$ cat src/verilog/backend_pkg.sv
`default_nettype none

package backend_pkg;

	parameter int XLEN      = 32;
	parameter int ARN_W     = 4;
	parameter int PRN_W     = 5;
	parameter int ROB_TAG_W = 3;
	parameter int IMM_W     = 16;

	// unknown encodings are treated as op_illegal
	typedef enum logic [3:0] {
		op_add     = 4'h0,
		op_sub     = 4'h1,
		op_and     = 4'h2,
		op_or      = 4'h3,
		op_xor     = 4'h4,
		op_addi    = 4'h5,
		op_beq     = 4'h6,
		op_bne     = 4'h7,
		op_illegal = 4'hf
	} opcode_e;

	typedef enum logic [1:0] {
		st_run     = 2'd0,
		st_flush   = 2'd1,
		st_recover = 2'd2,
		st_halted  = 2'd3
	} ctrl_state_e;

	typedef struct packed {
		logic             valid;
		logic [XLEN-1:0]  pc;
		opcode_e          opcode;
		logic [ARN_W-1:0] dest_arn;
		logic [ARN_W-1:0] src1_arn;
		logic [ARN_W-1:0] src2_arn;
		logic [IMM_W-1:0] imm;
	} fetch_pkt_t;

	typedef struct packed {
		logic                 valid;
		logic [XLEN-1:0]      pc;
		opcode_e              opcode;
		logic [IMM_W-1:0]     imm;
		logic [PRN_W-1:0]     src1_prn;
		logic [PRN_W-1:0]     src2_prn;
		logic                 src1_rdy;
		logic                 src2_rdy;
		logic [PRN_W-1:0]     dest_prn;
		logic                 has_dest;
		logic [ROB_TAG_W-1:0] rob_tag;
	} iq_entry_t;

	typedef struct packed {
		logic                 valid;
		logic [ROB_TAG_W-1:0] rob_tag;
		logic [PRN_W-1:0]     dest_prn;
		logic                 has_dest;
		logic [XLEN-1:0]      result;
		logic                 branch_taken;
		logic [XLEN-1:0]      redirect_pc;
	} wb_pkt_t;

	// commit trace, dest_arn is zero when nothing is written
	typedef struct packed {
		logic             valid;
		logic [XLEN-1:0]  pc;
		logic [ARN_W-1:0] dest_arn;
		logic [XLEN-1:0]  result;
		logic             is_branch;
		logic             branch_taken;
		logic             exception;
	} retire_pkt_t;

endpackage

`default_nettype wire

$ cat src/verilog/rob.sv
`timescale 1ns/1ps
`default_nettype none

module rob import backend_pkg::*; #(
	parameter int ROB_DEPTH = 8
) (
	input  logic                 clk,
	input  logic                 rst_n,
	input  logic                 flush,
	input  iq_entry_t            alloc,
	input  logic [PRN_W-1:0]     alloc_prev_prn,
	input  logic [ARN_W-1:0]     alloc_dest_arn,
	input  logic                 alloc_illegal,
	output logic [ROB_TAG_W-1:0] alloc_tag,
	output logic                 full,
	input  wb_pkt_t              wb,
	output retire_pkt_t          retire,
	output logic [PRN_W-1:0]     commit_prn,
	output logic [PRN_W-1:0]     commit_prev_prn,
	output logic                 retire_br_misp,
	output logic [XLEN-1:0]      retire_redirect_pc,
	output logic                 retire_exception
);

	localparam int IDX_W = $clog2(ROB_DEPTH);
	localparam int CNT_W = $clog2(ROB_DEPTH + 1);

	typedef struct packed {
		logic [XLEN-1:0]  pc;
		logic [ARN_W-1:0] dest_arn;
		logic [PRN_W-1:0] dest_prn;
		logic [PRN_W-1:0] prev_prn;
		logic             is_branch;
		logic             exception;
	} rob_info_t;

	rob_info_t            info       [ROB_DEPTH];
	logic [XLEN-1:0]      result_q   [ROB_DEPTH];
	logic [XLEN-1:0]      redirect_q [ROB_DEPTH];
	logic [ROB_DEPTH-1:0] taken_q;
	logic [ROB_DEPTH-1:0] valid_q;
	logic [ROB_DEPTH-1:0] done_q;
	logic [IDX_W-1:0]     head;
	logic [IDX_W-1:0]     tail;
	logic [CNT_W-1:0]     count;
	logic                 do_retire;

	assign alloc_tag = ROB_TAG_W'(tail);
	assign full      = (count == CNT_W'(ROB_DEPTH));

	assign retire_exception = retire.valid && retire.exception;
	// nothing younger retires behind a redirect or an exception
	assign do_retire = valid_q[head] && done_q[head] && !retire_br_misp && !retire_exception;

	////////////////////////////////////////////////////////////////////
	// entry payload

	always_ff @(posedge clk) begin
		if (alloc.valid) begin
			info[tail].pc        <= alloc.pc;
			info[tail].dest_arn  <= alloc.has_dest ? alloc_dest_arn : '0;
			info[tail].dest_prn  <= alloc.dest_prn;
			info[tail].prev_prn  <= alloc_prev_prn;
			info[tail].is_branch <= alloc.opcode inside {op_beq, op_bne};
			info[tail].exception <= alloc_illegal;
			result_q[tail]       <= '0;
			taken_q[tail]        <= 1'b0;
		end
		if (wb.valid) begin
			result_q[wb.rob_tag]   <= wb.result;
			taken_q[wb.rob_tag]    <= wb.branch_taken;
			redirect_q[wb.rob_tag] <= wb.redirect_pc;
		end
	end

	////////////////////////////////////////////////////////////////////
	// pointers, completion and retire register

	always_ff @(posedge clk or negedge rst_n) begin
		if (!rst_n) begin
			valid_q            <= '0;
			done_q             <= '0;
			head               <= '0;
			tail               <= '0;
			count              <= '0;
			retire             <= '0;
			commit_prn         <= '0;
			commit_prev_prn    <= '0;
			retire_redirect_pc <= '0;
			retire_br_misp     <= 1'b0;
		end else if (flush) begin
			valid_q        <= '0;
			head           <= '0;
			tail           <= '0;
			count          <= '0;
			retire.valid   <= 1'b0;
			retire_br_misp <= 1'b0;
		end else begin
			if (alloc.valid) begin
				valid_q[tail] <= 1'b1;
				// illegal ops are born complete
				done_q[tail]  <= alloc_illegal;
				tail          <= tail + 1'b1;
			end
			if (wb.valid)
				done_q[wb.rob_tag] <= 1'b1;
			if (do_retire) begin
				valid_q[head]       <= 1'b0;
				head                <= head + 1'b1;
				retire.pc           <= info[head].pc;
				retire.dest_arn     <= info[head].dest_arn;
				retire.result       <= result_q[head];
				retire.is_branch    <= info[head].is_branch;
				retire.branch_taken <= taken_q[head];
				retire.exception    <= info[head].exception;
				commit_prn          <= info[head].dest_prn;
				commit_prev_prn     <= info[head].prev_prn;
				retire_redirect_pc  <= redirect_q[head];
			end
			retire.valid   <= do_retire;
			// taken branch at the head redirects
			retire_br_misp <= do_retire && info[head].is_branch && taken_q[head];
			count          <= count + CNT_W'(alloc.valid) - CNT_W'(do_retire);
		end
	end

endmodule

`default_nettype wire

$ cat config.mk
export PLATFORM = sky130hd
export DESIGN_NAME = rob
export DESIGN_NICKNAME = d
export VERILOG_FILES = /design/src/verilog/backend_pkg.sv /design/src/verilog/rob.sv
export SDC_FILE = /design/constraint.sdc
export NUM_CORES = 1
export LEC_CHECK = 0
export BUFFER_PORTS_ARGS = -buffer_cell sky130_fd_sc_hd__buf_2
export CAP_MARGIN = 20
export CORE_MARGIN = 3
export CORE_UTILIZATION = 45
export DETAILED_ROUTE_END_ITERATION = 10
export HOLD_SLACK_MARGIN = 0.03
export PLACE_DENSITY = 0.66
export SLEW_MARGIN = 20
export SYNTH_ARGS = -nofsm -noshare
export SYNTH_HDL_FRONTEND = slang
export SYNTH_SLANG_ARGS = --single-unit
$ cat constraint.sdc
create_clock -name clk -period 7.03 [get_ports clk]
set_input_delay 1.406 -clock clk [delete_from_list [all_inputs] [get_ports clk]]
set_output_delay 1.406 -clock clk [all_outputs]
set_load 0.005 [all_outputs]
Word-level counts from Yosys, hierarchy flattened
Memories as Yosys holds them, arrays and structs flattened. A register that Yosys moved wholly into a read port is not among the register bits. Index checks and enable logic that the tools add are counted.

Word-level logic and storage cells: 90. Memories kept: 3. RAM bits: 896. Register bits: 85. Output and inout port bits: 120. Input port bits: 162.

Memory list: info (words 8, width 48, rd ports 1, clocked after Yosys merged registers in 0, wr ports 1, RTL line rob.sv:37) `rob_info_t info [ROB_DEPTH];`; redirect_q (words 8, width 32, rd ports 1, clocked after Yosys merged registers in 1, wr ports 1, RTL line rob.sv:39) `logic [XLEN-1:0] redirect_q [ROB_DEPTH];`; result_q (words 8, width 32, rd ports 1, clocked after Yosys merged registers in 1, wr ports 2, RTL line rob.sv:38) `logic [XLEN-1:0] result_q [ROB_DEPTH];`.

Mux-type cells: 35. $lt $le $gt $ge: 6. Equality and inequality tests: 3. Bitwise logic cells: 7. Reduce and logical (&&, ||, !) cells: 17. $add $sub $neg: 4.

Operators with widths (number): 8-bit two-way mux (9); 8-bit AND (2); 8-bit bitwise mux (2); 8-bit inverter (2); 8-bit OR (2); 3-bit by 4-bit < comparator with 1-bit output, second input constant (3); 1-bit two-way mux (12); 3-bit two-way mux (4); 1-bit binary-select mux with 3-bit select (3); 1-bit demux with 3-bit select (3); 3-bit by 1-bit >= comparator with 1-bit output, second input constant (3); 1-bit logical AND (9); 4-bit by 3-bit equality test with 1-bit output, second input constant (2); 4-bit two-way mux (2); 3-bit by 1-bit adder with 3-bit output, second input constant (2); 2-bit nonzero test (3); 4-bit by 1-bit adder with 4-bit output (1); 4-bit equality test, second input constant (1); 1-bit zero test (4); 4-bit by 1-bit subtractor with 4-bit output (1); 2-bit AND reduction (1); 1-bit inverter (1).

Depth between registers and ports, before layout
Gate-level depths: netlist of run 1.

Word-level depth: 10. Gate-level depth with buffers: 13. Mapped depth without buffers: 11.

Worst setup path before layout of run 1
No wires, ideal clock.

Path kind: input-to-reg. Start point: input alloc[73] in the netlist's numbering. End point: memory result_q[0][0] (enable). Stages on the path: 4. Path slack: 583 ps. Required time: 6643 ps. Setup time: 387 ps. Arrival: 6060 ps. Path through: nand2b_1 > nor3_1 > nor2_1 > inv_1.

RTL lines: start, declared (RTL line rob.sv:10) `input iq_entry_t alloc,`; end, declared (RTL line rob.sv:38).

Worst setup path after layout of run 1
Start point: register head[2]. End point: register retire[12] (netlist name).

Longest elaborated chain between the ends: 6. Elaborated cells on any way between the ends: 8. Classes of those cells: mux: 4; reduce/logical: 4.

RTL lines: start, declared (RTL line rob.sv:43) `logic [IDX_W-1:0] head;`; start signal, assigned (RTL line rob.sv:109) `head <= head + 1'b1;`; 1-bit binary-select mux with 3-bit select (RTL line rob.sv:53) `assign do_retire = valid_q[head] && done_q[head] && !retire_br_misp && !retire_exception;`; 1-bit two-way mux (implied by the code) (RTL line rob.sv:53); 1-bit logical AND (3 in a row) (RTL line rob.sv:53); 2-bit AND reduction (no line).

Parallel ways exist; a longest one is shown, timed or not. The select of a mux whose other input is x is not followed. A chain may end at the register's enable or synchronous reset.

==> out/qor.yml, run 1 <==
cts_resized: 0
num-nets-final: 2819
setup_tns_ns: 0
cpMaxStageDelayCell: "dfrtp_4"
cts_made_buffers: 100
design_area_um2: 47590
ios: 282
crit_path_max_incr_delay_ns: 0.98
r2r-start: "head[2]$_DFFE_PN0P_"
yosysTopAreaCell: "edfxtp_1"
holdWs_ns: 0.4770
die_x_um: 310.9
cp-end-kind: "register"
place_congestion: 0.7528
antenna_found_initial: 29
slew_headroom: 0.2384
clock-sinks: 1045
crit_required_ns: 7.57
synth_edf_count: 896
grt_use_total: 0.2228
first_pass_iters: 5
holdCritPathClass: "register to register"
gr-total-overflow: 0
worstPathArrival_ns: 4.78
final_antenna_net_count: 0
fmax_ghz: 0.2359
avgViaCountPerCell: 5.789
numPortBuffers: 243
grt_setup_unrepaired: "no"
drtIter0Drc: 2322
final-seq-area_um2: 30610
dp_hpwl_um: 58150
hold_violations: 0
syn_avg_cell_area_um2: 17.30
layout-drive-gt1-share: 0.2593
core_area_um2: 91940
cts_tree: "built"
finalSetupViolations: 0
placed_cell_area_um2: 44300
worst-slew-pin-transition_ns: 1.141
yosysWarningCount: 0
leakage_uw: 0.01652
vdd.ir_drop.worst_mv: 0.2185
grt_pass1_vias: 23968
grt_pass1_wl_um: 160300
area_delta_synth_final_pct: 13.79
synth-seq-cells: 1045
ys_seq_area_frac: 0.7315
power.density_nw_per_um2: 319.7
skew_ns: 0.01253
drv_cap: 0
drt_wl_total_um: 109200
multi_input_area_um2: 10510
cts-htree-levels: 3
syn_nets: 2588
worst-path-buf-inv: 3
startpoint: "head[2]$_DFFE_PN0P_"
period_share: 0.6031
path_clk_slew_ns: 0.06
syn_area_um2: 41820
yosys-top-cells-area: "edfxtp_1 (64%), dfrtp_1 (8.4%), mux4_2 (4.0%)"
path_max_fanout: 59
rows: 111
initial_utilization: 0.4549
status: "completed"
async_flop_share: 0.1349
clk_latency_ns: 0.66
die_area_um2: 96630
wl_per_cell_um: 27.33
hp-start: "taken_q[0]$_DFF_P_"
synth-main-ff-cell: "edfxtp_1"
nFillCells: 7413
grt_max_degree: 114
slew_viol_final: 0
crit_top_cell: "buf_4"
ys_types: 60
fin_crit_ns: 4.239
drc_errors: 0
post_cts.repair.setup_buffers: 0
root_buffer: "clkbuf_16"
syn_inst: 2418
num_vias: 23127
crit_family: "buffers and inverters"
die_h_um: 310.9
netlist.area_leader.share: 0.6434
hold_buffers: 0
cts_max_path_buffers: 3
crit_type: "register to register"
cp_cell_sequence: "buf_4 > nor2b_4 > a211oi_2 > nand4_2 > nor2_4 > buf_4 > buf_4 > mux2_2"
worst_setup_path_start_kind: "register"
## routing by layer
metal  vias up  track usage  share of wire
met4        10      0.07676          0.026
met5         -            0        0.00047
met2       922       0.3754           0.50
met3       186      0.04702          0.074
met1     12064       0.2880           0.40
li1       9945            -              -
## cells by family (layout without fill, tap and decap cells)
logic type / Yosys count / in the layout / share of synthesized area
compound gates: 370 / 370 / 0.06648
xor+xnor: 3 / 3 / 0.0006284
fa+ha+maj: 8 / 8 / 0.002573
buf+inv: 179 / 495 / 0.02202
flops: 1045 / 1045 / 0.7315
mux: 343 / 343 / 0.1155
other cells: 0 / 18 / 0
simple gates: 470 / 470 / 0.06127
## registers in the layout, indices dropped and copies added, names as in the netlist
register / cells
commit_prev_prn: 5
retire_redirect_pc: 32
result_q: 256
taken_q: 8
count: 4
redirect_q: 256
retire_br_misp: 1
valid_q: 8
retire: 72
done_q: 8
commit_prn: 5
info: 384
head: 3
alloc_tag: 3
## cells in the mapped netlist, types with 15 or more instances
cell type	instances
nor2_1	70
dfrtp_1	141
o22a_1	15
mux2_2	77
inv_1	21
o221ai_1	19
o21ai_0	44
mux2i_1	118
and2_1	234
a22o_1	40
mux2_4	72
and3_1	33
a21oi_1	42
o22ai_1	26
edfxtp_1	896
clkbuf_1	72
a221oi_1	66
a22oi_1	56
mux4_2	75
buf_2	51
nand2_1	85
## worst paths after layout
path | depth (start not counted) | slack [ns] | endpoint
worst min-delay path | 1 | 0.48 | taken_q[0]$_DFF_P_
min in group asynchronous | 1 | 0.71 | retire[55]$_DFFE_PN0P_
worst min register to register | 1 | 0.48 | taken_q[0]$_DFF_P_
worst max-delay path | 8 | 2.79 | retire[12]$_DFFE_PN0P_
max in group asynchronous | 2 | 5.31 | retire[0]$_DFFE_PN0P_
worst max register to register | 8 | 2.79 | retire[12]$_DFFE_PN0P_
## layout by cell type (no fill, tap or decap), types with 13 or more instances in the layout
cell type,netlist,layout
clkbuf_16,0,103
o22ai_1,26,25
a22o_1,40,40
mux4_2,75,75
clkbuf_1,72,26
nor2_1,70,55
mux2_2,77,77
o21ai_0,44,44
edfxtp_1,896,896
buf_4,11,40
o22a_1,15,15
a221oi_1,66,66
clkinv_2,0,26
and2_1,234,232
dfrtp_1,141,138
mux2_4,72,72
buf_2,51,242
o221ai_1,19,19
nand2_1,85,85
diode_2,0,18
clkinv_1,1,13
nor2_4,1,16
a21oi_1,42,42
mux2i_1,118,118
and3_1,33,33
inv_1,21,15
a22oi_1,56,56
## worst reg2reg max path, stage by stage (launching register included)
cell      delay (ns)
dfrtp_4         0.98
buf_4           0.59
nor2b_4         0.08
a211oi_2        0.25
nand4_2         0.22
nor2_4          0.16
buf_4           0.52
buf_4           0.80
mux2_2          0.51
## final cells by class
| type | instances | share of cell area |
|---|---|---|
| repair buffers | 285 | 0.03305 |
| clock inverters | 53 | 0.009886 |
| clock buffers | 134 | 0.05766 |
| diodes | 18 | 0.0009465 |
| inverters | 23 | 0.001814 |
| multi-input cells | 1194 | 0.2208 |
| well taps | 1243 | 0.03268 |
| flip-flops and latches | 1045 | 0.6432 |
## where the power goes
part | switching (uW) | leakage (uW) | internal (uW)
Sequential | 279 | 0.0101 | 7230
Combinational | 1290 | 0.00487 | 1130
Clock | 2240 | 0.00159 | 3030
## stage by stage
step / setup WS [ns] / power [uW] / util / instances
after floorplan: 0.5831 / 9038 / - / 2418
after global placement: 2.765 / 10020 / 0.4818 / 3789
after detailed placement: 2.792 / 10080 / 0.4818 / 3789
after CTS: 2.751 / 15320 / 0.5168 / 3976
after global routing: 2.612 / 15790 / 0.5173 / 3985
final: 2.791 / 15210 / 0.5176 / 3995
Power figures use the tool's default switching activity.
==> run 2, diff against run 1 <==
clock period = 4.1 ns   (was 7.03 ns; I/O delays follow)
==> run 2 against run 1 <==
Fmax rose by 30%. Clock power is 76% higher. Sequential share of layout area decreased by 0.47 points. Non-clock buffer count is 23 higher.
==> out/qor.yml, run 2 (same netlist as run 1, synthesis figures left out) <==
placed_cell_area_um2: 44570
p_seq_frac: 0.490
path_max_fanout: 21
p_sw_frac: 0.2470
clock_power_share: 0.353
switchingPower_uw: 6519
wl_per_cell_um: 27.29
die_h_um: 310.9
r2r-start: "head[2]$_DFFE_PN0P_"
nFillCells: 7368
worstPathArrival_ns: 3.79
setup_tns_ns: 0
numPortBuffers: 243
vdd.ir_drop.worst_mv: 0.3450
cts_made_buffers: 98
setup_ws_ns: 0.8296
drv_cap: 0
drt_wl_total_um: 109600
intPower_uw: 19880
final_antenna_net_count: 0
crit_type: "register to register"
finalSetupViolations: 0
num_vias: 23183
crit_path_max_incr_delay_ns: 0.73
grt_use_total: 0.2235
slew_headroom: 0.2195
grt_pass1_wl_um: 159800
worst-slew-pin-transition_ns: 1.171
antenna_found_initial: 32
layout_commonest_cell: "edfxtp_1"
cpMaxStageDelayCell: "nor2_4"
cts_tree: "built"
reg_top3: "info: 384 flops, redirect_q: 256 flops, result_q: 256 flops"
slew_viol_final: 0
crit_family: "simple AND/OR/NAND/NOR gates"
grt_pass1_vias: 23734
grt_setup_unrepaired: "no"
crit_required_ns: 4.62
design_area_um2: 47930
hold_violations: 0
die_area_um2: 96630
leakage_uw: 0.01669
dp_hpwl_um: 60220
ios: 282
avgViaCountPerCell: 5.773
cp-end-kind: "register"
power_uw: 26400
post_cts.repair.setup_buffers: 0
drtIter0Drc: 2438
gr-total-overflow: 0
die_x_um: 310.9
period_share: 0.7977
num-nets-final: 2840
initial_utilization: 0.4549
largest_register_ffs: 384
final_util: 0.5214
worst_setup_path_start_kind: "register"
clock-sinks: 1045
grt_max_degree: 90
cts_resized: 0
area_delta_synth_final_pct: 14.62
root_buffer: "clkbuf_16"
holdCritPathClass: "input port to async pin"
crit_top_cell: "ha_1"
skew_ns: 0.02167
layout.cells.most_common_list: "edfxtp_1 (896), buf_2 (242), and2_1 (232)"
path_clk_slew_ns: 0.06
fin_crit_ns: 3.270
place_congestion: 0.7689
drc_errors: 0
dp_slack_ns: 0.8920
status: "completed"
startpoint: "head[2]$_DFFE_PN0P_"
core_area_um2: 91940
layout-drive-gt1-share: 0.2655
cts_max_path_buffers: 3
fmax_ghz: 0.3058
power.density_nw_per_um2: 550.6
worst-path-buf-inv: 1
max_flop_register: "info"
hold_buffers: 0
rows: 111
cp_cell_sequence: "nor2_4 > a22oi_2 > and4_1 > and2_1 > ha_1 > inv_1 > ha_1 > fa_1 > xnor2_1 > nor2_1"
first_pass_iters: 5
cts-htree-levels: 3
pwr-share-comb: 0.158
clk_latency_ns: 0.66
## run 2: through the flow
step,hold slack (ns),instances
floorplan,0.4371,2418
global placement,0.4504,3813
detailed placement,0.4611,3813
CTS,0.2823,3996
global route,0.3245,4009
finish,0.2604,4016
## run 2: worst paths after layout
path	end	cells past startpoint	slack, ns
max	count[2]$_DFF_PN0_	10	0.83
min	retire[55]$_DFFE_PN0P_	1	0.26
max reg2reg	count[2]$_DFF_PN0_	10	0.83
min reg2reg	taken_q[1]$_DFF_P_	1	0.49
max in group asynchronous	head[0]$_DFFE_PN0P_	1	3.02
min in group clk	info[5][43]$_DFFE_PP_	1	0.42
## run 2: cell type report
class	count	area, um^2	share of cell area
tap	1243	1555	0.03244
clock inverter	46	556.8	0.01162
clock buffer	137	2754	0.05745
sequential	1045	30610	0.6385
timing repair buffer	308	1800	0.03756
inverter	23	86.33	0.001801
antenna	20	50.05	0.001044
multi-input combinational	1194	10530	0.2196
## run 2: per-layer routing
layer	share of wire	vias up	GRT usage	wire length, um
li1	-	9992	-	-
met1	0.39	12004	0.2899	42380
met2	0.50	953	0.3753	55050
met3	0.078	216	0.03936	8556
met4	0.031	18	0.08934	3450
met5	0.0014	-	0.002964	151
## run 2: power by group through the flow
| stage | clock network, uW | registers [uW] | logic [uW] |
|---|---|---|---|
| floorplan | 0 | 13000 | 2500 |
| global route | 9900 | 13000 | 4480 |
| global placement | 0 | 13100 | 4120 |
| detailed placement | 0 | 13200 | 4190 |
| CTS | 9440 | 12900 | 4210 |
| finish | 9310 | 12900 | 4160 |
